==> config.mk <==
export PLATFORM = sky130hd
export DESIGN_NAME = quantize_single_flat
export DESIGN_NICKNAME = d
export VERILOG_FILES = /design/src/chroma_dc_pkg.sv /design/src/qs_if.sv /design/src/quantize_single.sv /design/src/flat_wrapper.sv
export SDC_FILE = /design/constraint.sdc
export NUM_CORES = 1
export LEC_CHECK = 0
export ABC_CLOCK_PERIOD_IN_PS = 15100
export BUFFER_PORTS_ARGS = -buffer_cell sky130_fd_sc_hd__buf_4
export CORE_UTILIZATION = 35
export DETAILED_ROUTE_END_ITERATION = 8
export PLACE_DENSITY = 0.48
export SYNTH_ARGS = -nofsm -noshare
export SYNTH_HDL_FRONTEND = slang
export SYNTH_SLANG_ARGS = --single-unit
==> constraint.sdc <==
create_clock -name clk -period 15.1 [get_ports clk]
set_input_delay 0.755 -clock clk [delete_from_list [all_inputs] [get_ports clk]]
set_output_delay 0.755 -clock clk [all_outputs]
set_load 0.005 [all_outputs]
==> src/chroma_dc_pkg.sv <==
// Chroma DC quantizer shared widths, quantizer shift and error word layout
package chroma_dc_pkg;

    // ----------------------------------------
    // Fixed widths
    // ----------------------------------------
    // Quantizer right shift after multiply-add
    localparam int QFIX  = 17;
    // One diffusion error
    localparam int ERR_W = 8;
    // Quantizer matrix terms q and iq
    localparam int Q_W   = 16;
    // Bias and zero threshold
    localparam int B_W   = 32;

    // ----------------------------------------
    // Stored error word
    // ----------------------------------------
    // Per plane: low byte is the left column error, high byte the right column error
    typedef struct packed {
        logic [2*ERR_W-1:0] v_pair;
        logic [2*ERR_W-1:0] u_pair;
    } derr_pair_s;

    // Byte view  b[0] U left, b[1] U right, b[2] V left, b[3] V right
    typedef union packed {
        logic [3:0][ERR_W-1:0] b;
        derr_pair_s            h;
    } derr_word_u;

endpackage
==> src/qs_if.sv <==
// Link between the error corrector and one scalar quantizer lane
`timescale 1ns/1ns

interface qs_if
    import chroma_dc_pkg::*;
#(
    parameter int W = 16
) ();

    logic signed [W-1:0]     coef;
    logic                    coef_valid;
    logic signed [W-1:0]     level;
    logic signed [ERR_W-1:0] err;
    logic                    res_valid;

    modport corr (output coef, coef_valid, input level, err, res_valid);
    modport quant (input coef, coef_valid, output level, err, res_valid);

endinterface

==> src/quantize_single.sv <==
// Two stage scalar quantizer giving the DC level and its diffusion error
`timescale 1ns/1ns

module quantize_single
    import chroma_dc_pkg::*;
#(
    parameter int O_WIDTH = 16
) (
    input  logic           clk,
    input  logic           rst_n,
    input  logic [Q_W-1:0] q_i,
    input  logic [Q_W-1:0] iq_i,
    input  logic [B_W-1:0] bias_i,
    input  logic [B_W-1:0] zthresh_i,
    qs_if.quant            qs
);

    logic               s1_valid;
    logic               s1_sign;
    logic               s1_over;
    logic [O_WIDTH-1:0] s1_mag;

    logic [O_WIDTH-1:0]        abs_c;
    logic [B_W:0]              sum;
    logic [B_W:0]              lvl_full;
    logic [O_WIDTH-1:0]        lvl_mag;
    logic signed [O_WIDTH:0]   diff;
    logic signed [O_WIDTH:0]   serr;

    assign abs_c = qs.coef[O_WIDTH-1] ? O_WIDTH'(-qs.coef) : qs.coef;

    // ----------------------------------------
    // Stage 1  sign, magnitude, dead zone
    // ----------------------------------------
    always_ff @(posedge clk or negedge rst_n) begin
        if (!rst_n) begin
            s1_valid <= 1'b0;
        end else begin
            s1_valid <= qs.coef_valid;
        end
    end

    always_ff @(posedge clk) begin
        if (qs.coef_valid) begin
            s1_sign <= qs.coef[O_WIDTH-1];
            s1_mag  <= abs_c;
            s1_over <= abs_c > zthresh_i;
        end
    end

    // ----------------------------------------
    // Stage 2  scale, rescale, error
    // ----------------------------------------
    assign sum      = s1_mag * iq_i + bias_i;
    assign lvl_full = (sum >> QFIX) * q_i;
    assign lvl_mag  = s1_over ? lvl_full[O_WIDTH-1:0] : '0;
    // Inside the dead zone the level is zero, so the error is the value itself
    assign diff     = $signed({1'b0, s1_mag}) - $signed({1'b0, lvl_mag});
    assign serr     = s1_sign ? -diff : diff;

    always_ff @(posedge clk or negedge rst_n) begin
        if (!rst_n) begin
            qs.res_valid <= 1'b0;
        end else begin
            qs.res_valid <= s1_valid;
        end
    end

    always_ff @(posedge clk) begin
        if (s1_valid) begin
            qs.level <= s1_sign ? -$signed(lvl_mag) : $signed(lvl_mag);
            qs.err   <= ERR_W'(serr >>> 1);
        end
    end

endmodule

==> src/flat_wrapper.sv <==
// flat-port wrapper written by rule: the top's interface ports become plain ports
module quantize_single_flat import chroma_dc_pkg::*;
#(
    parameter int O_WIDTH = 16
)
  (clk, rst_n, q_i, iq_i, bias_i, zthresh_i, qs_coef, qs_coef_valid, qs_level, qs_err, qs_res_valid);
  qs_if qs_i ();
  input  logic clk;
  input  logic rst_n;
  input  logic [Q_W-1:0] q_i;
  input  logic [Q_W-1:0] iq_i;
  input  logic [B_W-1:0] bias_i;
  input  logic [B_W-1:0] zthresh_i;
  input wire logic [$bits(qs_i.coef)-1:0] qs_coef;
  input wire logic [$bits(qs_i.coef_valid)-1:0] qs_coef_valid;
  output wire logic [$bits(qs_i.level)-1:0] qs_level;
  output wire logic [$bits(qs_i.err)-1:0] qs_err;
  output wire logic [$bits(qs_i.res_valid)-1:0] qs_res_valid;
  assign qs_i.coef = qs_coef;
  assign qs_i.coef_valid = qs_coef_valid;
  assign qs_level = qs_i.level;
  assign qs_err = qs_i.err;
  assign qs_res_valid = qs_i.res_valid;
  quantize_single #(.O_WIDTH(O_WIDTH)) u_core (.clk(clk), .rst_n(rst_n), .q_i(q_i), .iq_i(iq_i), .bias_i(bias_i), .zthresh_i(zthresh_i), .qs(qs_i));
endmodule
Word-level counts from Yosys, hierarchy flattened
Index checks and enable logic that the tools add are counted.
{"block": "word_totals", "romBits": 0, "mem_bits_rw": 0, "in_bits": 115, "latch_bits": 0, "regBits": 44, "n_memories": 0}
{"block": "op_classes", "n_mul": 2, "n_bitwise": 0, "reduce_logical": 0, "div_mod_pow": 0, "muxes": 4, "add_sub_neg": 5, "n_eq_ne": 0, "n_shift": 0, "order_cmp": 1}
{"cell": "$mux W16", "count": 3}
{"cell": "$add A32 B32 Y33", "count": 1}
{"cell": "$gt A16 B32 Y1", "count": 1}
{"cell": "$mul A16 B16 Y32", "count": 1}
{"cell": "$neg A16 Y16", "count": 2}
{"cell": "$mul A16 B16 Y16", "count": 1}
{"cell": "$mux W9", "count": 1}
{"cell": "$neg A9 Y9", "count": 1}
{"cell": "$sub A9 B9 Y9", "count": 1}

Longest topological paths before layout
Gate-level depths: netlist of run 1.
{"block": "depth", "depth_word": 7, "mapped_depth": 46}

Worst setup path after synthesis of run 1
Ideal clock, no wire load.
{"block": "synth_path", "kind": "input-to-reg", "from": "input port iq_i[12]", "to": "register u_core.qs.level[15], data pin", "setup_ps": 262, "slack_ps": 3488, "arrival_time_ps": 11350, "n_path_buf": 2, "stages": 39, "cell_sequence": "clkbuf_1 > and2_1 > fa_1 > inv_1 > fa_1 > fa_1 > inv_1 > fa_1 > inv_1 > fa_1 > inv_1 > fa_1 > ha_1 > clkbuf_1 > nand2_1 > o21ai_1 > mux2_2 > a211o_1 > [3 not listed] > inv_1 > fa_1 > fa_1 > inv_1 > ha_1 > fa_1 > inv_1 > fa_1 > inv_1 > ha_1 > o41ai_1 > o21ai_1 > a21o_1 > a21oi_1 > xnor3_1 > xnor2_1 > xnor3_1 > mux2_1"}
{"block": "synth_via", "elab_chain_cells": 6}
{"item": "from (decl)", "line_no": "flat_wrapper.sv:11", "source": "input logic [Q_W-1:0] iq_i;"}
{"item": "$mul A16 B16 Y32 *", "line_no": "quantize_single.sv:54", "source": "assign sum = s1_mag * iq_i + bias_i;"}
{"item": "$add A32 B32 Y33 *", "line_no": "quantize_single.sv:54"}
{"item": "$mul A16 B16 Y16 *", "line_no": "quantize_single.sv:55", "source": "assign lvl_full = (sum >> QFIX) * q_i;"}
{"item": "$mux W16 *", "line_no": "quantize_single.sv:56", "source": "assign lvl_mag = s1_over ? lvl_full[O_WIDTH-1:0] : '0;"}
{"item": "$neg A16 Y16", "line_no": "quantize_single.sv:71", "source": "qs.level <= s1_sign ? -$signed(lvl_mag) : $signed(lvl_mag);"}
{"item": "$mux W16 *", "line_no": "quantize_single.sv:71"}
{"item": "to (signal assigned)", "line_no": "quantize_single.sv:71"}
{"item": "to (decl)", "line_no": "qs_if.sv:17", "source": "modport quant (input coef, coef_valid, output level, err, res_valid);"}
Every way passes the cells marked *; elsewhere a longest branch is shown, timed or not.
A chain may end at the register's enable or synchronous reset.

Worst setup path after layout of run 1
{"block": "layout_path", "from": "register u_core.s1_mag[5]", "to": "register u_core.qs.level[15], data pin"}
{"block": "layout_via", "elab_chain_cells": 6}
{"item": "from (decl)", "line_no": "quantize_single.sv:21", "source": "logic [O_WIDTH-1:0] s1_mag;"}
{"item": "from (signal assigned)", "line_no": "quantize_single.sv:46", "source": "s1_mag <= abs_c;"}
{"item": "$mul A16 B16 Y32 *", "line_no": "quantize_single.sv:54"}
{"item": "$add A32 B32 Y33 *", "line_no": "quantize_single.sv:54"}
{"item": "$mul A16 B16 Y16 *", "line_no": "quantize_single.sv:55"}
{"item": "$mux W16 *", "line_no": "quantize_single.sv:56"}
{"item": "$neg A16 Y16", "line_no": "quantize_single.sv:71"}
{"item": "$mux W16 *", "line_no": "quantize_single.sv:71"}
Marked as above.

==> results_dict.tcl, run 1 <==
set metrics [dict create \
    status "complete, no violations" \
    period_share 0.824 \
    syn_to_final_growth_pct 10.8 \
    cp-start-kind "register" \
    synth.area.top_cells "fa_1 (38%), ha_1 (14%), inv_1 (9.9%)" \
    synth_area_sq_mm 0.0163 \
    synth_edf_count 42 \
    synthCells 1825 \
    viasPerCell 4.79 \
    clk_pin_slew_ns 0.07 \
    start_util 0.357 \
    grt.overflow.total 0 \
    antenna_cells 0 \
    setup_viol 0 \
    synth_cell_types 68 \
    crit_fanout 17 \
    ctsHoldBuffers 0 \
    postCtsSetupRepairBufs 0 \
    num_io_pins 140 \
    hold_path.class "primary input to async pin" \
    path_delay_family "adder cells" \
    die_x_um 218 \
    max_freq_mhz 80.4 \
    clock_sink_count 44 \
    io_buffers 139 \
    yosysWarnings 0 \
    cts_tree "done" \
    nNetsFinal 2514 \
    slowest_delay_ns 1.01 \
    dr.first_iter.drc_count 468 \
    ys_ff_latch 44 \
    final_common_cell "inv_1" \
    drtPass1Iterations 5 \
    cts_htree_levels 2 \
    synth_top_area_frac 0.376 \
    finalHoldViolations 0 \
    slew-limit-headroom 0.312 \
    dp_hpwl_um 37100 \
    gp_congestion 0.834 \
    rsz0062_at_grt "false" \
    async_flop_share 0.0455 \
    layout_common_cells "inv_1 (427), fa_1 (305), nand2_1 (242)" \
    cp.buffers_inverters 9 \
    period_needed_ns 12.44 \
    core_area_sq_mm 0.0456 \
    vias 12000 \
    drt.antenna.violating_nets 0 \
    numCtsBuffers 5 \
    grt_first_pass_wirelength_um 71500 \
    fill_cells 4673 \
    critPathMostFrequentCell "fa_1" \
    antenna_found_initial 0 \
    die_y_um 218 \
    rows 78 \
    final_core_util 0.395 \
    r2r_slack_ns 2.66 \
    synth_ff_type "edfxtp_1" \
    tightest_slew_ns 1.03 \
    clock_path_buffers 2 \
    crit_arrival_ns 12.48 \
    synth_nets 2423 \
    fin_skew_ns 0.0119 \
    cp-end-kind "register" \
    max-cap-violations 0 \
    drive_gt1_frac 0.0872 \
    synth_top_cell_by_area "fa_1" \
    clock-root-buffer "clkbuf_16" \
    path_class "register to register" \
    grt_max_degree 26 \
    grt_usage 0.195 \
    wl_um 44500 \
    required_ns 15.14 \
    first_global_vias 13000 \
    ys_seq_area_frac 0.0807 \
    syn_avg_cell_area_sq_um 8.91 \
    drc 0 \
    slowest_stage "edfxtp_1" \
    clk_latency_ns 0.29 \
    dieArea_sq_mm 0.0473 \
    fin_tns_setup_ns 0 \
    final_max_slew_viol_count 0 \
    cts_resized 0 \
    wl_per_cell_um 17.7 \
]
kinds of logic after synthesis:
group,after synthesis,share of synthesized area
muxes,3,0.00200
DFF,44,0.0807
and+or+nand+nor,563,0.177
AOI/OAI and AO/OA,157,0.0637
adders and majority gates,483,0.513
xor gates and xnor gates,87,0.0512
buffers and inverters,488,0.113
state kept, by name, indices dropped and copies added, names as in the netlist:
name	flops
u_core.s1_sign	1
u_core.qs.level	16
u_core.s1_mag	16
u_core.qs.res_valid	1
u_core.s1_over	1
u_core.qs.err	8
u_core.s1_valid	1
through the flow:
stage               cells  setup slack, ns  hold WS [ns]  instance area (sq um)
finish               2516             2.66         0.244                  18000
CTS                  2516             2.65         0.235                  18000
detailed placement   2509             2.51         0.539                  17900
global route         2516             2.02         0.227                  18000
floorplan            1825             3.49         0.459                  16300
global placement     2509             2.62         0.538                  17900
cells in the mapped netlist, drive strengths merged, types with 3 or more instances:
cell type  number
edfxtp         42
a21o           13
nand2b         11
o31ai           6
o21ai          44
xor2           15
nor4            8
and3           14
fa            305
or4             4
ha            178
xnor2          67
a211oi          7
nand3          16
clkbuf         57
xnor3           4
and4            3
a21oi          40
a2111oi         4
o21bai          5
nor2           25
and2          204
o41ai           3
nand4           8
nor3            8
or3             5
o21a           11
nor2b           8
buf             4
nand2         242
a31oi           5
inv           427
layer usage:
layer  part of all wire  vias to the layer above  GRT usage  wire, um
li1                   -                     5744          -         -
met1               0.48                     6058      0.275     21300
met2               0.48                      222      0.332     21300
met3              0.033                       25     0.0181      1460
met4             0.0098                        0     0.0204       437
met5                  0                        -          0         0
worst paths after layout:
path	start	to	depth (start not counted)
worst max-delay path	u_core.s1_mag[5]	u_core.qs.level[15]	38
min in group clk	qs_coef[0]	u_core.s1_mag[0]	1
worst min register to register	u_core.s1_valid	u_core.qs.res_valid	0
worst max register to register	u_core.s1_mag[5]	u_core.qs.level[15]	38
worst min-delay path	rst_n	u_core.qs.res_valid	1
max in group asynchronous	rst_n	u_core.s1_valid	1
layout make-up:
cell class | instances | area [sq um] | share of cell area
Inverter | 427 | 1600 | 0.0890
Clock buffer | 5 | 125 | 0.00694
Clock inverter | 2 | 12.5 | 0.000694
Timing Repair Buffer | 145 | 1090 | 0.0604
Multi-Input combinational cell | 1293 | 13100 | 0.729
Sequential cell | 44 | 1310 | 0.0728
Tap cell | 600 | 751 | 0.0417
Power of run 1 is left out: the tool's default activity adds up to more than one toggle a clock period on the data nets, which glitch-free logic cannot reach.
==> run 2, diff against run 1 <==
--- a/config.mk
+++ b/config.mk
@@ -5,11 +5,11 @@
 export SDC_FILE = /design/constraint.sdc
 export NUM_CORES = 1
 export LEC_CHECK = 0
-export ABC_CLOCK_PERIOD_IN_PS = 15100
+export ABC_CLOCK_PERIOD_IN_PS = 11400
 export BUFFER_PORTS_ARGS = -buffer_cell sky130_fd_sc_hd__buf_4
 export CORE_UTILIZATION = 35
 export DETAILED_ROUTE_END_ITERATION = 8
-export PLACE_DENSITY = 0.48
+export PLACE_DENSITY = 0.49
 export SYNTH_ARGS = -nofsm -noshare
 export SYNTH_HDL_FRONTEND = slang
 export SYNTH_SLANG_ARGS = --single-unit
==> constraint.sdc (replaced) <==
create_clock -name clk -period 11.4 [get_ports clk]
set_input_delay 0.57 -clock clk [delete_from_list [all_inputs] [get_ports clk]]
set_output_delay 0.57 -clock clk [all_outputs]
set_load 0.005 [all_outputs]
==> results_dict.tcl, run 2 (synthesis gave the netlist of run 1 again) <==
set metrics [dict create \
    status "complete, no violations" \
    start_util 0.357 \
    max_freq_mhz 89.7 \
    dr.first_iter.drc_count 536 \
    antenna_found_initial 1 \
    cts_htree_levels 2 \
    hold_path.class "primary input to async pin" \
    post_dp_cell_area_sq_mm 0.0194 \
    top_regs "u_core.qs.level (16), u_core.s1_mag (16), u_core.qs.err (8)" \
    numCtsBuffers 5 \
    dp_hpwl_um 38800 \
    grt_usage 0.191 \
    fin_ws_ns 0.252 \
    critPathMostFrequentCell "fa_1" \
    fin_skew_ns 0.0103 \
    cp-end-kind "register" \
    vias 12900 \
    dp_slack_ns -0.399 \
    die_x_um 218 \
    cp-start-kind "register" \
    antenna_cells 0 \
    setup_viol 0 \
    finalHoldViolations 0 \
    drt.antenna.violating_nets 0 \
    drive_gt1_frac 0.209 \
    crit_arrival_ns 11.19 \
    first_global_vias 13800 \
    wl_per_cell_um 16.2 \
    final_core_util 0.442 \
    tightest_slew_ns 1.03 \
    rows 78 \
    required_ns 11.45 \
    rsz0062_at_grt "true" \
    layout_common_cells "inv_1 (423), buf_4 (344), fa_1 (299)" \
    syn_to_final_growth_pct 23.9 \
    io_buffers 139 \
    clk_latency_ns 0.29 \
    max-cap-violations 0 \
    slew-limit-headroom 0.313 \
    grt.overflow.total 0 \
    period_share 0.978 \
    drtPass1Iterations 5 \
    rr_worst_depth 40 \
    die_y_um 218 \
    drc 0 \
    cts_tree "done" \
    r2r_slack_ns 0.25 \
    slowest_delay_ns 0.54 \
    crit_fanout 7 \
    clock_sink_count 44 \
    clock_path_buffers 2 \
    gp_congestion 0.853 \
    final_common_cell "inv_1" \
    period_needed_ns 11.15 \
    final_max_slew_viol_count 0 \
    wl_um 44200 \
    grt_first_pass_wirelength_um 71600 \
    clk_pin_slew_ns 0.07 \
    nNetsFinal 2726 \
    num_io_pins 140 \
    design_area_sq_mm 0.0201 \
    holdWs_ns 0.0565 \
    ctsHoldBuffers 0 \
    grt_max_degree 26 \
    fill_cells 4509 \
    core_area_sq_mm 0.0456 \
    viasPerCell 4.71 \
    path_class "register to register" \
    clock-root-buffer "clkbuf_16" \
    dieArea_sq_mm 0.0473 \
    slowest_stage "fa_1" \
]
[run 2: cell count changes in the layout (fill, tap and decap cells not counted), moves of 5 or more]
cell     before  now
fa_2          0    6
a21oi_2       1   11
a21oi_1      39   28
ha_4          0   12
buf_12        0    8
fa_1        305  299
buf_4       145  344
ha_1        178  162
o21ai_2       0    5
[run 2: layer usage]
layer  share of wire  track usage
met5         0.00029            0
met3           0.030       0.0144
met4          0.0064       0.0169
met2            0.50        0.334
met1            0.47        0.266
[run 2: path summary, 6_finish.rpt]
kind	from	endpoint
worst max-delay path	u_core.s1_mag[9]	u_core.qs.level[15]
min in group clk	qs_coef[0]	u_core.s1_mag[0]
max in group asynchronous	rst_n	u_core.qs.res_valid
worst max register to register	u_core.s1_mag[9]	u_core.qs.level[15]
worst min register to register	u_core.s1_sign	u_core.qs.level[1]
worst min-delay path	rst_n	u_core.s1_valid
[run 2: critical path, delay by kind of cell, from the launching register on]
kind | cells | cell delay, ns
AOI/OAI and AO/OA | 3 | 0.48
and+or+nand+nor | 3 | 0.70
adders and majority gates | 13 | 6.12
xor gates and xnor gates | 8 | 1.67
muxes | 1 | 0.31
buffers and inverters | 12 | 1.18
DFF | 1 | 0.41
[run 2: what timing repair did]
item / in CTS / in global routing
setup endpoints to repair: 1 / 4
pin swaps: 17 / 51
buffers inserted: 7 / 12
gates resized for setup: 15 / 71
cloned: 1 / 0
[run 2: stage by stage]
step,setup TNS [ns],instances
floorplan,0,1825
global placement,-0.288,2701
detailed placement,-0.399,2701
CTS,0,2716
global route,-0.249,2728
finish,0,2728
[run 2: layout make-up]
| cell class | instances | area (sq um) | area share |
|---|---|---|---|
| multi-input combinational | 1293 | 13500 | 0.671 |
| clock inverter | 2 | 12.5 | 0.000621 |
| sequential | 44 | 1310 | 0.0651 |
| tap | 600 | 751 | 0.0373 |
| clock buffer | 5 | 125 | 0.00621 |
| timing repair buffer | 357 | 2820 | 0.140 |
| inverter | 427 | 1600 | 0.0796 |
Power of run 2 is left out for the same reason.
==> run 3, diff against run 2 <==
--- a/config.mk
+++ b/config.mk
@@ -7,9 +7,11 @@
 export LEC_CHECK = 0
 export ABC_CLOCK_PERIOD_IN_PS = 11400
 export BUFFER_PORTS_ARGS = -buffer_cell sky130_fd_sc_hd__buf_4
+export CELL_PAD_IN_SITES_DETAIL_PLACEMENT = 2
+export CELL_PAD_IN_SITES_GLOBAL_PLACEMENT = 2
 export CORE_UTILIZATION = 35
 export DETAILED_ROUTE_END_ITERATION = 8
-export PLACE_DENSITY = 0.49
+export PLACE_DENSITY = 0.75
 export SYNTH_ARGS = -nofsm -noshare
 export SYNTH_HDL_FRONTEND = slang
 export SYNTH_SLANG_ARGS = --single-unit
==> results_dict.tcl, run 3 (synthesis gave the netlist of run 1 again) <==
set metrics [dict create \
    finalHoldViolations 0 \
    wirelength_met1_um 24400 \
    cp-end-kind "register" \
    post_dp_cell_area_sq_mm 0.0193 \
    syn_to_final_growth_pct 22.9 \
    wl_per_cell_um 22.7 \
    design_area_sq_mm 0.0200 \
    dieArea_sq_mm 0.0473 \
    viasPerCell 5.09 \
    dp_hpwl_um 49400 \
    wl_um 61100 \
    max_freq_mhz 86.8 \
    io_buffers 139 \
    status "complete, but fails checks" \
    core_area_sq_mm 0.0456 \
    die_x_um 218 \
    max-cap-violations 0 \
    slowest_stage "fa_1" \
    start_util 0.357 \
    r2r-start "u_core.s1_mag[6]" \
    fin_ws_ns -0.120 \
    cts_tree "done" \
    gp_congestion 0.898 \
    highest_layer "met4" \
    setup_viol 1 \
    clock_path_buffers 2 \
    drc 0 \
    dr.first_iter.drc_count 472 \
    crit_fanout 7 \
    crit_arrival_ns 11.57 \
    rows 78 \
    drive_gt1_frac 0.196 \
    cp-start-kind "register" \
    drt.antenna.violating_nets 0 \
    grt_first_pass_wirelength_um 89500 \
    period_share 1.01 \
    fill_cells 4918 \
    period_needed_ns 11.52 \
    fin_tns_setup_ns -0.120 \
    grt_usage 0.246 \
    dp_slack_ns -0.561 \
    numCtsBuffers 5 \
    clk_latency_ns 0.30 \
    rr_worst_depth 39 \
    grt_max_degree 26 \
    tightest_slew_ns 1.12 \
    fin_skew_ns 0.0127 \
    layout_common_cells "inv_1 (426), buf_4 (302), fa_1 (299)" \
    slowest_delay_ns 0.60 \
    path_class "register to register" \
    crit_start "u_core.s1_mag[6]" \
    crit_path_end "u_core.qs.level[15]" \
    dr_wl_met3_um 1530 \
    required_ns 11.45 \
    first_global_vias 16300 \
    cts_htree_levels 2 \
    vias 13700 \
    clk_pin_slew_ns 0.07 \
    drtPass1Iterations 5 \
    hold_path.class "primary input to async pin" \
    final_max_slew_viol_count 0 \
    antenna_found_initial 0 \
    nNetsFinal 2689 \
    final_common_cell "inv_1" \
    r2r_slack_ns -0.12 \
    r2r_end "u_core.qs.level[15]" \
    die_y_um 218 \
    clock-root-buffer "clkbuf_16" \
    critPathMostFrequentCell "fa_1" \
    rsz0062_at_grt "true" \
    num_io_pins 140 \
    slew-limit-headroom 0.250 \
    top_regs "u_core.qs.level (16), u_core.s1_mag (16), u_core.qs.err (8)" \
    grt.overflow.total 0 \
    violations "negative setup slack" \
    route.met2.wl_um 33200 \
    clock_sink_count 44 \
    final_core_util 0.438 \
]
run 3: worst min-delay path by stage:
stage	start	end	slack [ns]
floorplan	rst_n	u_core.qs.res_valid	0.27
global placement	rst_n	u_core.s1_valid	0.35
detailed placement	rst_n	u_core.s1_valid	0.36
CTS	rst_n	u_core.s1_valid	0.04
global route	rst_n	u_core.s1_valid	0.04
finish	rst_n	u_core.qs.res_valid	0.05
run 3: layout make-up:
cell class | instances | area (sq um) | share of cell area
Multi-Input combinational cell | 1293 | 13600 | 0.679
Timing Repair Buffer | 320 | 2590 | 0.130
Inverter | 427 | 1600 | 0.0802
Sequential cell | 44 | 1310 | 0.0657
Tap cell | 600 | 751 | 0.0376
Clock buffer | 5 | 125 | 0.00626
Clock inverter | 3 | 18.8 | 0.000940
Antenna cell | 1 | 2.50 | 0.000125
run 3: routing by layer:
| metal | vias up | track usage |
|---|---|---|
| met1 | 7199 | 0.292 |
| met3 | 118 | 0.0209 |
| met4 | 0 | 0.0662 |
| met2 | 302 | 0.470 |
| met5 | - | 0 |
| li1 | 6090 | - |
run 3: what timing repair did:
item | CTS | global route
hold buffers | 0 | 0
buffers inserted | 6 | 6
pin swaps | 20 | 39
resized for setup | 28 | 61
endpoints found under the setup margin | 2 | 5
run 3: critical path: cells and delay by family (launching register included):
family,cells,cell delay [ns]
XOR/XNOR,8,1.71
AND/OR/NAND/NOR,4,0.45
AO/OA/AOI/OAI,3,0.69
flip-flops,1,0.41
multiplexers,1,0.33
adder cells (fa/ha/maj),13,6.46
buffers and inverters,10,1.19
run 3: metrics by stage:
step	hold WS (ns)	cells
2_1_floorplan	0.274	1825
3_3_place_gp	0.353	2672
3_5_place_dp	0.356	2672
4_1_cts	0.0442	2686
5_1_grt	0.0393	2692
6_report	0.0511	2693
Power of run 3 is left out for the same reason.
