===== src/chroma_dc_pkg.sv =====
// Chroma DC quantizer shared widths, quantizer shift and error word layout
package chroma_dc_pkg;

    // ----------------------------------------
    // Fixed widths
    // ----------------------------------------
    // Quantizer right shift after multiply-add
    localparam int QFIX  = 17;
    // One diffusion error
    localparam int ERR_W = 8;
    // Quantizer matrix terms q and iq
    localparam int Q_W   = 16;
    // Bias and zero threshold
    localparam int B_W   = 32;

    // ----------------------------------------
    // Stored error word
    // ----------------------------------------
    // Per plane: low byte is the left column error, high byte the right column error
    typedef struct packed {
        logic [2*ERR_W-1:0] v_pair;
        logic [2*ERR_W-1:0] u_pair;
    } derr_pair_s;

    // Byte view  b[0] U left, b[1] U right, b[2] V left, b[3] V right
    typedef union packed {
        logic [3:0][ERR_W-1:0] b;
        derr_pair_s            h;
    } derr_word_u;

endpackage

===== src/derr_if.sv =====
// Link between the error corrector and the diffusion error line buffer
`timescale 1ns/1ns

interface derr_if
    import chroma_dc_pkg::*;
#(
    parameter int COL_W = 10
) ();

    logic             rd_en;
    logic [COL_W-1:0] rd_addr;
    logic             wr_en;
    logic [COL_W-1:0] wr_addr;
    derr_word_u       wr_word;
    derr_word_u       rd_word;
    derr_word_u       left_word;

    modport corr (output rd_en, rd_addr, wr_en, wr_addr, wr_word, input rd_word, left_word);
    modport lbuf (input rd_en, rd_addr, wr_en, wr_addr, wr_word, output rd_word, left_word);

endinterface


===== src/qs_if.sv =====
// Link between the error corrector and one scalar quantizer lane
`timescale 1ns/1ns

interface qs_if
    import chroma_dc_pkg::*;
#(
    parameter int W = 16
) ();

    logic signed [W-1:0]     coef;
    logic                    coef_valid;
    logic signed [W-1:0]     level;
    logic signed [ERR_W-1:0] err;
    logic                    res_valid;

    modport corr (output coef, coef_valid, input level, err, res_valid);
    modport quant (input coef, coef_valid, output level, err, res_valid);

endinterface


===== src/dc_error_corrector.sv =====
// Sequencer that diffuses neighbour errors into the eight chroma DC values
`timescale 1ns/1ns

module dc_error_corrector
    import chroma_dc_pkg::*;
#(
    parameter int I_WIDTH = 12,
    parameter int O_WIDTH = 16,
    parameter int COL_W   = 10
) (
    input  logic                   clk,
    input  logic                   rst_n,
    input  logic                   blk_valid_i,
    input  logic [COL_W-1:0]       blk_x_i,
    input  logic [COL_W-1:0]       blk_y_i,
    input  logic [8*I_WIDTH-1:0]   blk_coef_i,
    output logic [8*O_WIDTH-1:0]   levels_o,
    output logic [6*ERR_W-1:0]     derr_o,
    output logic                   done_o,
    qs_if.corr                     qu,
    qs_if.corr                     qv,
    derr_if.corr                   dl
);

    localparam int S_IDLE = 0;
    localparam int S_RD   = 1;
    localparam int S_WT   = 2;
    localparam int S_BOTH = 3;
    localparam int S_TOP  = 4;
    localparam int S_LEFT = 5;
    localparam int S_NONE = 6;
    localparam int S_ST1  = 7;
    localparam int S_ST2  = 8;
    localparam int S_ST3  = 9;
    localparam int S_ST4  = 10;
    localparam int S_ST5  = 11;
    localparam int S_ST6  = 12;

    logic [12:0] st;
    logic [12:0] st_nxt;
    logic        accept;
    logic        mode;
    derr_word_u  top_sel;
    derr_word_u  left_sel;
    derr_word_u  top_r;
    derr_word_u  left_r;
    derr_word_u  wr_w;

    logic signed [I_WIDTH-1:0] coef_r [8];
    logic [COL_W-1:0]          x_r;
    logic signed [O_WIDTH-1:0] ul [3];
    logic signed [O_WIDTH-1:0] vl [3];
    logic signed [ERR_W-1:0]   ue [3];
    logic signed [ERR_W-1:0]   ve [3];

    // c + (7*top + 8*left) >>> 3
    function automatic logic signed [O_WIDTH-1:0] diffuse(
        input logic signed [I_WIDTH-1:0] c,
        input logic signed [ERR_W-1:0]   t,
        input logic signed [ERR_W-1:0]   l
    );
        logic signed [ERR_W+4:0] acc;
        acc = t * 7 + l * 8;
        return c + (acc >>> 3);
    endfunction

    // ----------------------------------------
    // One-hot sequencer
    // ----------------------------------------
    assign accept = st[S_IDLE] & blk_valid_i;
    assign mode   = st[S_BOTH] | st[S_TOP] | st[S_LEFT] | st[S_NONE];

    always_comb begin
        st_nxt = '0;
        case (1'b1)
            st[S_IDLE]: begin
                if (!blk_valid_i) begin
                    st_nxt[S_IDLE] = 1'b1;
                end else if (blk_y_i != '0) begin
                    st_nxt[S_RD] = 1'b1;
                end else if (blk_x_i != '0) begin
                    st_nxt[S_LEFT] = 1'b1;
                end else begin
                    st_nxt[S_NONE] = 1'b1;
                end
            end
            st[S_RD]:   st_nxt[S_WT] = 1'b1;
            st[S_WT]:   st_nxt[(x_r != '0) ? S_BOTH : S_TOP] = 1'b1;
            mode:       st_nxt[S_ST1] = 1'b1;
            st[S_ST1]:  st_nxt[S_ST2] = 1'b1;
            st[S_ST2]:  st_nxt[S_ST3] = 1'b1;
            st[S_ST3]:  st_nxt[S_ST4] = 1'b1;
            st[S_ST4]:  st_nxt[S_ST5] = 1'b1;
            st[S_ST5]:  st_nxt[S_ST6] = 1'b1;
            default:    st_nxt[S_IDLE] = 1'b1;
        endcase
    end

    always_ff @(posedge clk or negedge rst_n) begin
        if (!rst_n) begin
            st     <= 13'b1;
            done_o <= 1'b0;
        end else begin
            st     <= st_nxt;
            done_o <= st[S_ST6];
        end
    end

    // Missing neighbours count as zero
    assign top_sel  = (st[S_BOTH] | st[S_TOP]) ? dl.rd_word : '0;
    assign left_sel = (st[S_BOTH] | st[S_LEFT]) ? dl.left_word : '0;

    always_ff @(posedge clk) begin
        if (accept) begin
            for (int i = 0; i < 8; i++) begin
                coef_r[i] <= blk_coef_i[i*I_WIDTH +: I_WIDTH];
            end
            x_r <= blk_x_i;
        end
        if (mode) begin
            top_r  <= top_sel;
            left_r <= left_sel;
        end
        if (st[S_ST2]) begin
            ul[0] <= qu.level;
            vl[0] <= qv.level;
            ue[0] <= qu.err;
            ve[0] <= qv.err;
        end
        if (st[S_ST4]) begin
            ul[1] <= qu.level;
            vl[1] <= qv.level;
            ue[1] <= qu.err;
            ve[1] <= qv.err;
        end
        if (st[S_ST5]) begin
            ul[2] <= qu.level;
            vl[2] <= qv.level;
            ue[2] <= qu.err;
            ve[2] <= qv.err;
        end
    end

    // ----------------------------------------
    // Lane feed, U and V in parallel
    // ----------------------------------------
    always_comb begin
        qu.coef = '0;
        qv.coef = '0;
        case (1'b1)
            mode: begin
                qu.coef = diffuse(coef_r[0], top_sel.b[0], left_sel.b[0]);
                qv.coef = diffuse(coef_r[4], top_sel.b[2], left_sel.b[2]);
            end
            // Sub-block 1 takes the fresh error of sub-block 0 as its left
            st[S_ST2]: begin
                qu.coef = diffuse(coef_r[1], top_r.b[1], qu.err);
                qv.coef = diffuse(coef_r[5], top_r.b[3], qv.err);
            end
            st[S_ST3]: begin
                qu.coef = diffuse(coef_r[2], ue[0], left_r.b[1]);
                qv.coef = diffuse(coef_r[6], ve[0], left_r.b[3]);
            end
            st[S_ST5]: begin
                qu.coef = diffuse(coef_r[3], ue[1], qu.err);
                qv.coef = diffuse(coef_r[7], ve[1], qv.err);
            end
            default: ;
        endcase
    end

    assign qu.coef_valid = mode | st[S_ST2] | st[S_ST3] | st[S_ST5];
    assign qv.coef_valid = mode | st[S_ST2] | st[S_ST3] | st[S_ST5];

    // ----------------------------------------
    // Results and write back
    // ----------------------------------------
    assign levels_o = {qv.level, vl[2], vl[1], vl[0], qu.level, ul[2], ul[1], ul[0]};
    assign derr_o   = {qv.err, ve[2], ve[1], qu.err, ue[2], ue[1]};

    // Bottom row errors go to the line buffer
    always_comb begin
        wr_w.b[0] = ue[2];
        wr_w.b[1] = qu.err;
        wr_w.b[2] = ve[2];
        wr_w.b[3] = qv.err;
    end

    assign dl.rd_en   = st[S_RD];
    assign dl.rd_addr = x_r;
    assign dl.wr_en   = done_o;
    assign dl.wr_addr = x_r;
    assign dl.wr_word = wr_w;

endmodule


===== src/flat_wrapper.sv =====
// flat-port wrapper written by rule: the top's interface ports become plain ports
module dc_error_corrector_flat import chroma_dc_pkg::*;
#(
    parameter int I_WIDTH = 12,
    parameter int O_WIDTH = 16,
    parameter int COL_W   = 10
)
  (clk, rst_n, blk_valid_i, blk_x_i, blk_y_i, blk_coef_i, levels_o, derr_o, done_o, qu_coef, qu_coef_valid, qu_level, qu_err, qu_res_valid, qv_coef, qv_coef_valid, qv_level, qv_err, qv_res_valid, dl_rd_en, dl_rd_addr, dl_wr_en, dl_wr_addr, dl_wr_word, dl_rd_word, dl_left_word);
  qs_if qu_i ();
  qs_if qv_i ();
  derr_if #(.COL_W(COL_W)) dl_i ();
  input  logic clk;
  input  logic rst_n;
  input  logic blk_valid_i;
  input  logic [COL_W-1:0] blk_x_i;
  input  logic [COL_W-1:0] blk_y_i;
  input  logic [8*I_WIDTH-1:0] blk_coef_i;
  output logic [8*O_WIDTH-1:0] levels_o;
  output logic [6*ERR_W-1:0] derr_o;
  output logic done_o;
  output wire logic [$bits(qu_i.coef)-1:0] qu_coef;
  output wire logic [$bits(qu_i.coef_valid)-1:0] qu_coef_valid;
  input wire logic [$bits(qu_i.level)-1:0] qu_level;
  input wire logic [$bits(qu_i.err)-1:0] qu_err;
  input wire logic [$bits(qu_i.res_valid)-1:0] qu_res_valid;
  output wire logic [$bits(qv_i.coef)-1:0] qv_coef;
  output wire logic [$bits(qv_i.coef_valid)-1:0] qv_coef_valid;
  input wire logic [$bits(qv_i.level)-1:0] qv_level;
  input wire logic [$bits(qv_i.err)-1:0] qv_err;
  input wire logic [$bits(qv_i.res_valid)-1:0] qv_res_valid;
  output wire logic [$bits(dl_i.rd_en)-1:0] dl_rd_en;
  output wire logic [$bits(dl_i.rd_addr)-1:0] dl_rd_addr;
  output wire logic [$bits(dl_i.wr_en)-1:0] dl_wr_en;
  output wire logic [$bits(dl_i.wr_addr)-1:0] dl_wr_addr;
  output wire logic [$bits(dl_i.wr_word)-1:0] dl_wr_word;
  input wire logic [$bits(dl_i.rd_word)-1:0] dl_rd_word;
  input wire logic [$bits(dl_i.left_word)-1:0] dl_left_word;
  assign qu_coef = qu_i.coef;
  assign qu_coef_valid = qu_i.coef_valid;
  assign qu_i.level = qu_level;
  assign qu_i.err = qu_err;
  assign qu_i.res_valid = qu_res_valid;
  assign qv_coef = qv_i.coef;
  assign qv_coef_valid = qv_i.coef_valid;
  assign qv_i.level = qv_level;
  assign qv_i.err = qv_err;
  assign qv_i.res_valid = qv_res_valid;
  assign dl_rd_en = dl_i.rd_en;
  assign dl_rd_addr = dl_i.rd_addr;
  assign dl_wr_en = dl_i.wr_en;
  assign dl_wr_addr = dl_i.wr_addr;
  assign dl_wr_word = dl_i.wr_word;
  assign dl_i.rd_word = dl_rd_word;
  assign dl_i.left_word = dl_left_word;
  dc_error_corrector #(.I_WIDTH(I_WIDTH), .O_WIDTH(O_WIDTH), .COL_W(COL_W)) u_core (.clk(clk), .rst_n(rst_n), .blk_valid_i(blk_valid_i), .blk_x_i(blk_x_i), .blk_y_i(blk_y_i), .blk_coef_i(blk_coef_i), .levels_o(levels_o), .derr_o(derr_o), .done_o(done_o), .qu(qu_i), .qv(qv_i), .dl(dl_i));
endmodule

===== config.mk =====
export PLATFORM = sky130hd
export DESIGN_NAME = dc_error_corrector_flat
export DESIGN_NICKNAME = d
export VERILOG_FILES = /design/src/chroma_dc_pkg.sv /design/src/derr_if.sv /design/src/qs_if.sv /design/src/dc_error_corrector.sv /design/src/flat_wrapper.sv
export SDC_FILE = /design/constraint.sdc
export NUM_CORES = 1
export LEC_CHECK = 0
export BUFFER_PORTS_ARGS = -buffer_cell sky130_fd_sc_hd__buf_2
export CAP_MARGIN = 30
export CORE_MARGIN = 8
export CORE_UTILIZATION = 25
export DETAILED_ROUTE_END_ITERATION = 10
export REMOVE_ABC_BUFFERS = 1
export SYNTH_ARGS = -nofsm -noshare
export SYNTH_HDL_FRONTEND = slang
export SYNTH_SLANG_ARGS = --single-unit

===== constraint.sdc =====
create_clock -name clk -period 9.4 [get_ports clk]
set_input_delay 0.94 -clock clk [delete_from_list [all_inputs] [get_ports clk]]
set_output_delay 0.94 -clock clk [all_outputs]
set_load 0.01 [all_outputs]

; ---- After elaboration in Yosys (flattened, before gate mapping)
; Memory sizes are Yosys's and may differ from the RTL's.
; Index checks and enable logic that the tools add are counted.
; Widths: inputs -> output; s select.
[totals]
ramBits = 240
mem_count = 5
out_inout_bits = 265
register_bits = 56
elab_cells = 133
inputBits = 233
[memory_table]
columns = name, depth, width, read_ports, rd_clocked_by_memory_dff, write_ports, line_no
row1 = u_core.coef_r, 8, 12, 8, 0, 8, dc_error_corrector.sv:49  ; logic signed [I_WIDTH-1:0] coef_r [8];
row2 = u_core.ul, 3, 16, 3, 0, 3, dc_error_corrector.sv:51  ; logic signed [O_WIDTH-1:0] ul [3];
row3 = u_core.vl, 3, 16, 3, 0, 3, dc_error_corrector.sv:52  ; logic signed [O_WIDTH-1:0] vl [3];
row4 = u_core.ue, 3, 8, 3, 0, 3, dc_error_corrector.sv:53  ; logic signed [ERR_W-1:0] ue [3];
row5 = u_core.ve, 3, 8, 3, 0, 3, dc_error_corrector.sv:54  ; logic signed [ERR_W-1:0] ve [3];
[classes]
n_mul = 8
magnitude_cmp = 2
n_addsub = 16
n_reduce_logical = 4
bitwise_logic = 8
mux = 85
[op_table]
columns = cell, count
row1 = $mux 16, 8
row2 = $add 12x10->13, 8
row3 = $add 12x11->13, 8
row4 = $mul 8x4->12 const B, 8
row5 = $mux 1, 65
row6 = $mux 24, 2
row7 = $ge 32x1->1 const B, 1
row8 = $lt 32x6->1 const B, 1
row9 = $reduce_bool 10->1, 3
row10 = $mux 2, 8
row11 = $or 1x1->1, 7
row12 = $demux 1 s4, 1
row13 = $mux 3, 1
row14 = $and 1x1->1, 1
row15 = $logic_and 1x1->1, 1

; ---- Depth between registers and ports, before layout
; Gate-level depths: netlist (run 1).
[logic_depth]
word_depth = 9
depth_mapped = 26
depth_no_buf = 24

; ---- Least setup slack after synthesis (run 1)
; Ideal clock, no wire load.
[synth_path]
kind = input-to-output
startpoint = input port dl_rd_word[18]
endpoint = output port qv_coef[11]
cell_stages = 21
path_buffers = 0
t_arrival_ps = 5349
required_ps = 8460
path_slack_ps = 3111
path_cell_list = and2_1 -> ha_1 -> inv_1 -> fa_1 -> fa_1 -> inv_1 -> ha_1 -> fa_1 -> a21o_1 -> a21oi_1 -> o21bai_1 -> a21oi_1 -> o21ai_1 -> xor2_1 -> ha_1 -> nand2_1 -> o31ai_1 -> a21o_1 -> a21oi_1 -> xor2_1 -> a221oi_1
[synth_between]
elab_chain_len = 5
[synth_rtl]
columns = element, line_no
row1 = from (decl), flat_wrapper.sv:36  ; input wire logic [$bits(dl_i.rd_word)-1:0] dl_rd_word;
row2 = $mux 24, dc_error_corrector.sv:110  ; assign top_sel = (st[S_BOTH] | st[S_TOP]) ? dl.rd_word : '0;
row3 = $mul 8x4->12, dc_error_corrector.sv:63  ; acc = t * 7 + l * 8;
row4 = $add 12x11->13, dc_error_corrector.sv:63
row5 = $add 12x10->13, dc_error_corrector.sv:64  ; return c + (acc >>> 3);
row6 = $mux 16, dc_error_corrector.sv:150  ; case (1'b1)
row7 = to (decl), flat_wrapper.sv:26  ; output wire logic [$bits(qv_i.coef)-1:0] qv_coef;
; Every way passes these cells.

; ---- Worst setup path in the final report (run 1)
[layout_path]
startpoint = register u_core.st[3]
endpoint = output port qv_coef[11]
[layout_between]
elab_chain_len = 6
word_cells_on_any_way = 10
cone_classes = add/sub (2) / mul (1) / mux (3) / bitwise (4)
[layout_rtl]
columns = element, line_no
row1 = from (decl), dc_error_corrector.sv:39  ; logic [12:0] st;
row2 = from (signal assigned), dc_error_corrector.sv:104  ; st <= st_nxt;
row3 = $or 1x1->1, "dc_error_corrector.sv:71, dc_error_corrector.sv:110"
row4 = $mux 24, dc_error_corrector.sv:110
row5 = $mul 8x4->12, dc_error_corrector.sv:63
row6 = $add 12x11->13, dc_error_corrector.sv:63
row7 = $add 12x10->13, dc_error_corrector.sv:64
row8 = $mux 16 (*), dc_error_corrector.sv:150
; Every way passes the cells marked *; elsewhere a longest branch is shown, timed or not.

==> results of run 1 <==
## power by group
group	total (mW)	switching (mW)	internal, mW
combinational	1.95	1.14	0.806
sequential	1.63	0.0562	1.58
clock	1.68	0.648	1.03
total	5.26	1.84	3.42
## cell usage in the layout (no fill, tap or decap), types with 17 or more instances in the layout
cell type                   count
sky130_fd_sc_hd__nand2b_1      17
sky130_fd_sc_hd__o21ai_1       42
sky130_fd_sc_hd__nor2b_1       21
sky130_fd_sc_hd__o21bai_1      19
sky130_fd_sc_hd__a211oi_1      26
sky130_fd_sc_hd__xor2_1        55
sky130_fd_sc_hd__inv_1        281
sky130_fd_sc_hd__nor3_1        35
sky130_fd_sc_hd__edfxtp_1     282
sky130_fd_sc_hd__o21ai_0       34
sky130_fd_sc_hd__clkbuf_16     40
sky130_fd_sc_hd__xnor2_1       88
sky130_fd_sc_hd__ha_1         263
sky130_fd_sc_hd__fa_1         104
sky130_fd_sc_hd__nor2_1        82
sky130_fd_sc_hd__a21oi_1       97
sky130_fd_sc_hd__nand2_1       84
sky130_fd_sc_hd__buf_2        495
sky130_fd_sc_hd__a21o_1        39
sky130_fd_sc_hd__and2_1        55
## sequential cells by signal, indices dropped and copies added, names as in the netlist
register and cells:
u_core.coef_r 96, u_core.top_r 16, u_core.ve 24, u_core.left_r 16, u_core.ul 48, u_core.st 13
u_core.dl.rd_addr 10, u_core.ue 24, u_core.vl 48, u_core.dl.wr_en 1
## stage by stage
step | worst slack [ps] | power (mW) | utilization | hold WS, ps
finish | 2200 | 5.26 | 0.303 | 297
global route | 1670 | 5.64 | 0.303 | 300
CTS | 1990 | 5.35 | 0.303 | 261
detailed placement | 2540 | 3.61 | 0.286 | 338
global placement | 2550 | 3.60 | 0.286 | 336
floorplan | 3110 | 3.08 | - | 331
## final cells by class
| cell class | instances | area (sq um) |
|---|---|---|
| antenna | 8 | 20.0 |
| clock buffer | 41 | 1000 |
| clock inverter | 32 | 435 |
| fill | 8936 | 60600 |
| inverter | 283 | 1060 |
| multi-input combinational | 1250 | 11000 |
| sequential | 296 | 8830 |
| tap | 1155 | 1450 |
| timing repair buffer | 504 | 2540 |
## cell families after synthesis
group,after synthesis
buf+inv,432
mux,9
fa+ha+maj,367
simple gates,370
flops,296
xor+xnor,143
compound gates,361
## layer usage
metal  up-vias  wire length [um]  GRT usage
met3        95              5290     0.0480
li1       7591                 -          -
met2       379             30300      0.213
met1      7248             27800      0.159
met4        16              1900     0.0403
met5         -                98          0
## path summary, 6_finish.rpt
kind / to / cells past startpoint / slack [ps]
setup / recovery: qv_coef[11] / 23 / 2200
hold / removal: u_core.st[1]$_DFF_PN0_ / 1 / 300
setup reg to reg: u_core.st[0]$_DFF_PN1_ / 7 / 6660
hold reg to reg: u_core.dl.wr_en$_DFF_PN0_ / 0 / 350
max in group asynchronous: u_core.st[8]$_DFF_PN0_ / 1 / 8770
min in group clk: u_core.dl.wr_en$_DFF_PN0_ / 0 / 350
==> flow_summary.toml, run 1 <==
[setup_path]
regToRegStartpoint = "u_core.st[3]$_DFF_PN0_"
critical_path.startpoint = "u_core.st[3]$_DFF_PN0_"
critPathKind = "flip-flop to output pin"
critical-path-top-delay-family = "adder cells"
worst-path-buf-inv = 3
critical_path.cell_chain = "or2_4 -> and2_1 -> ha_1 -> inv_1 -> fa_1 -> fa_1 -> inv_1 -> ha_1 -> fa_1 -> a21o_1 -> a21oi_1 -> o21bai_1 -> a21oi_1 -> o21ai_1 -> xor2_1 -> ha_1 -> nand2_1 -> o31ai_1 -> a21o_1 -> a21oi_1 -> xor2_1 -> a221oi_1 -> buf_2"
setup.worst_path.end_class = "output pin"
crit_fanout = 33
critical-path-max-stage-delay_ps = 490
crit_arrival_ps = 6260
critical_path.startpoint_type = "flip-flop"
worst-endpoint-required_ps = 8460
crit_path_top_delay_cell = "sky130_fd_sc_hd__fa_1"

[routing]
drt_first_pass_iters = 5
detail_route.wl_per_cell_um = 18.3
post_drt_via_cell_ratio = 4.30
drt_iter0_drc = 627
wirelength_mm = 65.3
drc_errors = 0
ant_nets_after_route = 0
route.vias.total = 15329

[cts]
ctsRootBufferMaster = "sky130_fd_sc_hd__clkbuf_16"
ctsHoldBuffers = 0
cts.sink_count = 296
clock_tree.htree_level_count = 2
cts_tree = "yes"
post_cts_resize_count = 0
tritoncts.num_buffers = 40
clk_pin_slew_ps = 60
post-cts-setup-buffers = 0
cts.path.max_buffers = 3
clock_insertion_delay_worst_skew_ps = 590

[global_routing]
grt_antenna_before_repair = 26
remaining_global_route_overflow = 0
grt_max_degree = 58
grt_first_pass_wirelength_mm = 97.4
grt_util_all_layers = 0.130
via_count_of_the_first_global_routing_pass = 15842

[placed_design]
globalplace.congestion = 0.830
dp.cells = 3488
dpl.hpwl_mm = 53.2
numPortBuffers = 495
dpl-instance-area_sq_um = 24900

[timing]
hold_violations = 0
unrepaired_setup_endpoints_after_global_routing = "no"
slew_violations = 0
layout_worst_path_cycle_share = 0.766
slew-limit-headroom = 0.384
setup-violations-final = 0
min_period_ps = 7200
achievable-frequency_mhz = 139
fin_setup_tns_ps = 0
skew_final_ps = 28.7
worst-slew-pin-transition_ps = 921

[final_layout]
area_growth_syn_to_layout_pct = 20.1
design_area_sq_um = 26300
layout.nets = 2975
drive_above_1_share = 0.246
post_layout_nonfiller_instances = 3569

[synthesis]
yosysWarningCount = 0
netlist-cell-type-count = 73
postSynth.asyncResetShare = 0.0473
post_synth_main_area_contributors = "sky130_fd_sc_hd__edfxtp_1 39%, sky130_fd_sc_hd__ha_1 15%, sky130_fd_sc_hd__fa_1 9.5%"
synthMuxAreaShare = 0.00411
yosysTopAreaCell = "sky130_fd_sc_hd__edfxtp_1"
synth-edff-count = 282
synth_sequential_area_ratio = 0.402
synth.cells.most_frequent = "282 x sky130_fd_sc_hd__edfxtp_1, 281 x sky130_fd_sc_hd__inv_1, 263 x sky130_fd_sc_hd__ha_1, 130 x sky130_fd_sc_hd__buf_4, 104 x sky130_fd_sc_hd__fa_1"
synthesis.area_sq_um = 21900
synth_flop_cell = "sky130_fd_sc_hd__edfxtp_1"
synth_compound_area_frac = 0.109
synth_area_per_cell_sq_um = 11.1
postSynthCellCount = 1978
synth_xor_area_frac = 0.0572
main_combinational_cell_family_by_area_after_synthesis = "adder cells"
post-synth-top-count-cell = "sky130_fd_sc_hd__edfxtp_1"
synth_fa_ha_area_frac = 0.245
simple_gate_fraction_of_synth_area = 0.0862
synth_top_cell_area_share = 0.386
synth.ff_latch_count = 296

[floorplanning]
ioPinCount = 498
floorplan.initialDensity = 0.252
die_w_um = 312
core.rowCount = 108
core_area_sq_um = 86900
die_area_sq_um = 97400
fp.dieH_um = 312

[power_and_ir_drop]
max-vdd-ir-drop_v = 0.000108
power.static_leakage_nw = 12.1
cellPowerDensity_nw_per_um2 = 200

[min_path]
min-delay-path-class = "primary input to asynchronous set/reset pin"

[run]
maxCapViolations = 0

[run_status]
outcome = "complete, no violations"
No activity file was read; power rests on OpenSTA's default activity.
==> inputs of run 2 (changes only) <==
==> constraint.sdc (replaced) <==
create_clock -name clk -period 6.99 [get_ports clk]
set_input_delay 0.699 -clock clk [delete_from_list [all_inputs] [get_ports clk]]
set_output_delay 0.699 -clock clk [all_outputs]
set_load 0.01 [all_outputs]
==> flow_summary.toml, run 2 (synthesis gave the netlist of run 1 again) <==
[floorplanning]
die_area_sq_um = 97400
floorplan.initialDensity = 0.252
ioPinCount = 498
core.rowCount = 108
die_w_um = 312
fp.dieH_um = 312
core_area_sq_um = 86900

[timing]
min_period_ps = 6670
achievable-frequency_mhz = 150
setup-violations-final = 0
slew_violations = 0
layout_worst_path_cycle_share = 0.954
skew_final_ps = 32.5
fin_hold_ws_ps = 43.2
worst-slew-pin-transition_ps = 967
slew-limit-headroom = 0.354
hold_violations = 0
fin_setup_tns_ps = 0

[cts]
ctsHoldBuffers = 0
tritoncts.num_buffers = 40
ctsRootBufferMaster = "sky130_fd_sc_hd__clkbuf_16"
clock_insertion_delay_worst_skew_ps = 580
cts.path.max_buffers = 3
cts_tree = "yes"
cts.sink_count = 296
clk_pin_slew_ps = 60
clock_tree.htree_level_count = 2

[setup_path]
reg2reg_depth = 8
worst-path-buf-inv = 3
r2r_slack_ps = 3980
regToRegStartpoint = "u_core.st[3]$_DFF_PN0_"
critical-path-max-stage-delay_ps = 500
crit_fanout = 5
crit_path_top_delay_cell = "sky130_fd_sc_hd__fa_1"
worst-endpoint-required_ps = 6290
critical-path-top-delay-family = "adder cells"
worst_setup_path_endpoint = "qv_coef[11]"
crit_arrival_ps = 5970
critical_path.startpoint = "u_core.st[3]$_DFF_PN0_"
critical_path.startpoint_type = "flip-flop"
critPathKind = "flip-flop to output pin"
critical_path.cell_chain = "or2_4 -> and2_1 -> ha_1 -> inv_1 -> fa_1 -> fa_1 -> inv_1 -> ha_1 -> fa_2 -> a21o_1 -> a21oi_2 -> o21bai_1 -> a21oi_2 -> o21ai_1 -> xor2_1 -> ha_1 -> nand2_1 -> o31ai_4 -> a21o_1 -> a21oi_2 -> xor2_1 -> a221oi_2 -> buf_4"
setup.worst_path.end_class = "output pin"
capture_instance_of_the_worst_register_to_register_path = "u_core.st[12]$_DFF_PN0_"
levels_on_crit_path = 23

[power_and_ir_drop]
p_sw_frac = 0.358
power.static_leakage_nw = 12.2
clkPwrFrac = 0.310
cellPowerDensity_nw_per_um2 = 266
internal_power_mw = 4.54
p_seq_frac = 0.312
p_comb_frac = 0.378
netSwitchingPower_mw = 2.53
max-vdd-ir-drop_v = 0.000163

[placed_design]
dpl.hpwl_mm = 53.6
numPortBuffers = 495
globalplace.congestion = 0.819
dp.cells = 3490

[final_layout]
layout_commonest_cell = "sky130_fd_sc_hd__buf_2"
layout_top_registers = "u_core.coef_r (96), u_core.ul (48), u_core.vl (48)"
most-common-layout-cells = "494 x sky130_fd_sc_hd__buf_2, 282 x sky130_fd_sc_hd__edfxtp_1, 281 x sky130_fd_sc_hd__inv_1, 262 x sky130_fd_sc_hd__ha_1, 103 x sky130_fd_sc_hd__fa_1"
layout.nets = 2983
final_util = 0.305
drive_above_1_share = 0.259
post_layout_nonfiller_instances = 3583
layout.filler_cells = 8980
area_growth_syn_to_layout_pct = 21.0
largest_register_ff_count = 96
most_flop_heavy_register = "u_core.coef_r"

[global_routing]
grt_util_all_layers = 0.130
remaining_global_route_overflow = 0
via_count_of_the_first_global_routing_pass = 15626
grt_max_degree = 58
grt_first_pass_wirelength_mm = 97.1
grt_antenna_before_repair = 30

[routing]
drt_iter0_drc = 710
detail_route.wl_per_cell_um = 18.5
drt_first_pass_iters = 5
drc_errors = 0
wirelength_mm = 66.4
ant_nets_after_route = 0
route.vias.total = 15492
post_drt_via_cell_ratio = 4.32

[min_path]
min-delay-path-class = "primary input to asynchronous set/reset pin"

[run]
maxCapViolations = 0

[run_status]
outcome = "complete, no violations"
==> run 2: metal layers <==
metal,part of all wire,global-route usage,routed length [um],up-vias
met5,0.0020,0,130,-
met3,0.089,0.0496,5890,90
li1,-,-,-,7618
met2,0.47,0.214,30900,408
met4,0.024,0.0357,1610,20
met1,0.42,0.158,27800,7356
==> run 2: repair_timing <==
item | in CTS | in global routing
setup buffers | 0 | 4
pin swaps | 0 | 14
endpoints found under the setup margin | 1 | 16
gates resized for setup | 2 | 32
gates cloned | 0 | 2
==> run 2: layout make-up <==
class	instances	area, sq um	share of cell area
Multi-Input combinational cell	1252	11100	0.421
Sequential cell	296	8830	0.333
Timing Repair Buffer	510	2590	0.0978
Tap cell	1155	1450	0.0545
Inverter	283	1060	0.0401
Clock buffer	44	1040	0.0391
Clock inverter	27	352	0.0133
Antenna cell	16	40.0	0.00151
==> run 2: per-stage QoR <==
| stage | power, mW | cell area [sq um] | setup slack, ps |
|---|---|---|---|
| finish | 7.06 | 26500 | 319 |
| global route | 7.55 | 26500 | -32.3 |
| CTS | 7.13 | 26300 | 60.9 |
| detailed placement | 4.86 | 24900 | 569 |
| global placement | 4.84 | 24900 | 614 |
| floorplan | 4.14 | 20900 | 1150 |
==> run 2: worst min-delay path by stage <==
stage	endpoint	slack, ps
finish	u_core.st[1]$_DFF_PN0_	40
global route	u_core.st[1]$_DFF_PN0_	30
CTS	u_core.st[1]$_DFF_PN0_	0.8
detailed placement	u_core.dl.wr_en$_DFF_PN0_	340
global placement	u_core.dl.wr_en$_DFF_PN0_	340
floorplan	u_core.dl.wr_en$_DFF_PN0_	330
==> run 2: worst register-to-register path, delay by kind of cell, from the launching register on <==
kind / cells / cell delay (ps)
DFF: 1 / 460
and+or+nand+nor: 5 / 1730
buffers and inverters: 3 / 740
==> run 2: power groups by stage <==
stage	clock (mW)	combinational, mW	sequential [mW]
3_5_place_dp	0	2.62	2.24
3_3_place_gp	0	2.60	2.24
6_report	2.19	2.67	2.20
2_1_floorplan	0	1.91	2.23
4_1_cts	2.28	2.65	2.20
5_1_grt	2.33	3.01	2.21
==> inputs of run 3 (changes only) <==
--- a/config.mk
+++ b/config.mk
@@ -10,6 +10,7 @@
 export CORE_MARGIN = 8
 export CORE_UTILIZATION = 25
 export DETAILED_ROUTE_END_ITERATION = 10
+export PLACE_DENSITY = 0.44
 export REMOVE_ABC_BUFFERS = 1
 export SYNTH_ARGS = -nofsm -noshare
 export SYNTH_HDL_FRONTEND = slang
==> flow_summary.toml, run 3 (synthesis gave the netlist of run 1 again) <==
[floorplanning]
core_area_sq_um = 86900
die_w_um = 312
floorplan.initialDensity = 0.252
die_area_sq_um = 97400
ioPinCount = 498
fp.dieH_um = 312
core.rowCount = 108

[setup_path]
worst-endpoint-required_ps = 6290
crit_fanout = 6
setup.worst_path.end_class = "output pin"
critical-path-top-delay-family = "adder cells"
critical_path.startpoint_type = "flip-flop"
crit_arrival_ps = 6000
crit_path_top_delay_cell = "sky130_fd_sc_hd__fa_1"
critical-path-max-stage-delay_ps = 490
critPathKind = "flip-flop to output pin"
worst-path-buf-inv = 3
critical_path.cell_chain = "or2_4 -> and2_1 -> ha_1 -> inv_1 -> fa_1 -> fa_1 -> inv_1 -> ha_1 -> fa_1 -> a21o_1 -> a21oi_2 -> o21bai_1 -> a21oi_2 -> o21ai_1 -> xor2_1 -> ha_1 -> a21oi_1 -> o31ai_2 -> a21o_1 -> a21oi_1 -> xor2_1 -> a221oi_2 -> buf_4"

[timing]
slew_violations = 0
fin_hold_ws_ps = 289
setup-violations-final = 0
achievable-frequency_mhz = 149
slew-limit-headroom = 0.410
layout_worst_path_cycle_share = 0.959
min_period_ps = 6700
fin_setup_tns_ps = 0
skew_final_ps = 14.3
unrepaired_setup_endpoints_after_global_routing = "yes"
hold_violations = 0
final.setup.worst_slack_ps = 286
worst-slew-pin-transition_ps = 885

[cts]
ctsRootBufferMaster = "sky130_fd_sc_hd__clkbuf_16"
cts.path.max_buffers = 3
clk_pin_slew_ps = 60
cts.sink_count = 296
clock_insertion_delay_worst_skew_ps = 590
cts_tree = "yes"
tritoncts.num_buffers = 42
clock_tree.htree_level_count = 2

[placed_design]
dp.cells = 3490
dpl.hpwl_mm = 54.4
globalplace.congestion = 0.825
pre_cts_ws_ps = 525
numPortBuffers = 495

[final_layout]
area_growth_syn_to_layout_pct = 21.1
drive_above_1_share = 0.258
layout_commonest_cell = "sky130_fd_sc_hd__buf_2"
most-common-layout-cells = "495 x sky130_fd_sc_hd__buf_2, 282 x sky130_fd_sc_hd__edfxtp_1, 281 x sky130_fd_sc_hd__inv_1, 262 x sky130_fd_sc_hd__ha_1, 104 x sky130_fd_sc_hd__fa_1"
most_flop_heavy_register = "u_core.coef_r"
layout.nets = 2987
layout_top_registers = "u_core.coef_r (96), u_core.ul (48), u_core.vl (48)"
largest_register_ff_count = 96
post_layout_nonfiller_instances = 3580
final_util = 0.305

[routing]
wirelength_mm = 67.3
drt_first_pass_iters = 5
drc_errors = 0
post_drt_via_cell_ratio = 4.36
drt_iter0_drc = 774
ant_nets_after_route = 0
route.vias.total = 15592
detail_route.wl_per_cell_um = 18.8

[global_routing]
grt_max_degree = 64
grt_first_pass_wirelength_mm = 100
remaining_global_route_overflow = 0
via_count_of_the_first_global_routing_pass = 16383
grt_util_all_layers = 0.133
grt_antenna_before_repair = 14

[run]
maxCapViolations = 0

[min_path]
min-delay-path-class = "primary input to flip-flop"

[run_status]
outcome = "complete, no violations"

[power_and_ir_drop]
cellPowerDensity_nw_per_um2 = 270
power.static_leakage_nw = 12.2
max-vdd-ir-drop_v = 0.000148
==> run 3: cell count changes in the layout (fill, tap and decap cells not counted), moves of 2 or more <==
cell	before	now
sky130_fd_sc_hd__clkinv_4	1	3
sky130_fd_sc_hd__diode_2	16	4
sky130_fd_sc_hd__inv_6	5	3
sky130_fd_sc_hd__a21oi_1	88	91
sky130_fd_sc_hd__inv_16	0	2
sky130_fd_sc_hd__clkinv_1	5	9
sky130_fd_sc_hd__clkinv_2	4	6
sky130_fd_sc_hd__a21oi_2	9	6
sky130_fd_sc_hd__clkinvlp_4	5	3
==> run 3: path summary, 6_finish.rpt <==
path / to / slack (ps) / depth (start not counted) / start
hold reg to reg: u_core.dl.wr_en$_DFF_PN0_ / 350 / 0 / u_core.st[12]$_DFF_PN0_
hold / removal: u_core.coef_r[7][0]$_DFFE_PP_ / 290 / 1 / blk_coef_i[84]
setup reg to reg: u_core.st[12]$_DFF_PN0_ / 4270 / 6 / u_core.st[3]$_DFF_PN0_
max in group asynchronous: u_core.st[0]$_DFF_PN1_ / 6110 / 2 / rst_n
setup / recovery: qv_coef[11] / 290 / 23 / u_core.st[3]$_DFF_PN0_
min in group asynchronous: u_core.st[1]$_DFF_PN0_ / 570 / 2 / rst_n
==> run 3: worst reg2reg max path, delay by kind of cell, from the launching register on <==
kind / cells / cell delay (ps)
buf+inv: 1 / 560
flops: 1 / 430
simple gates: 5 / 1650
==> run 3: area by class of cell <==
type	instances	area, sq um
diodes	4	10.0
clock buffers	46	1070
clock inverters	32	372
fillers	8963	60400
inverters	283	1060
multi-input cells	1252	11100
flip-flops and latches	296	8830
well taps	1155	1450
repair buffers	512	2630
==> run 3: timing repair <==
| item | 4_1_cts | 5_1_grt |
|---|---|---|
| hold buffers | 1 | 0 |
| gates resized for setup | 4 | 23 |
| endpoints found under the hold margin | 7 | 0 |
| setup buffers | 3 | 1 |
| cloned | 2 | 0 |
| pin swaps | 2 | 3 |
| endpoints found under the setup margin | 2 | 11 |
==> run 3: report_power, final <==
part / total (mW) / switching (mW) / internal (mW)
Combinational: 2.74 / 1.62 / 1.12
Clock: 2.23 / 0.884 / 1.34
Sequential: 2.20 / 0.0771 / 2.12
==> run 3: per-layer routing <==
metal,global-route usage,vias to the layer above,share of wire
met4,0.0407,12,0.029
met5,0,-,0.0011
met2,0.215,411,0.46
li1,-,7613,-
met3,0.0370,99,0.067
met1,0.171,7457,0.45
==> run 3: stage by stage <==
stage                     instance area [sq um]  power (mW)
after floorplan                           20900        4.14
after global placement                    24900        4.90
after detailed placement                  24900        4.93
after CTS                                 26400        7.25
after global routing                      26500        7.67
final                                     26500        7.17
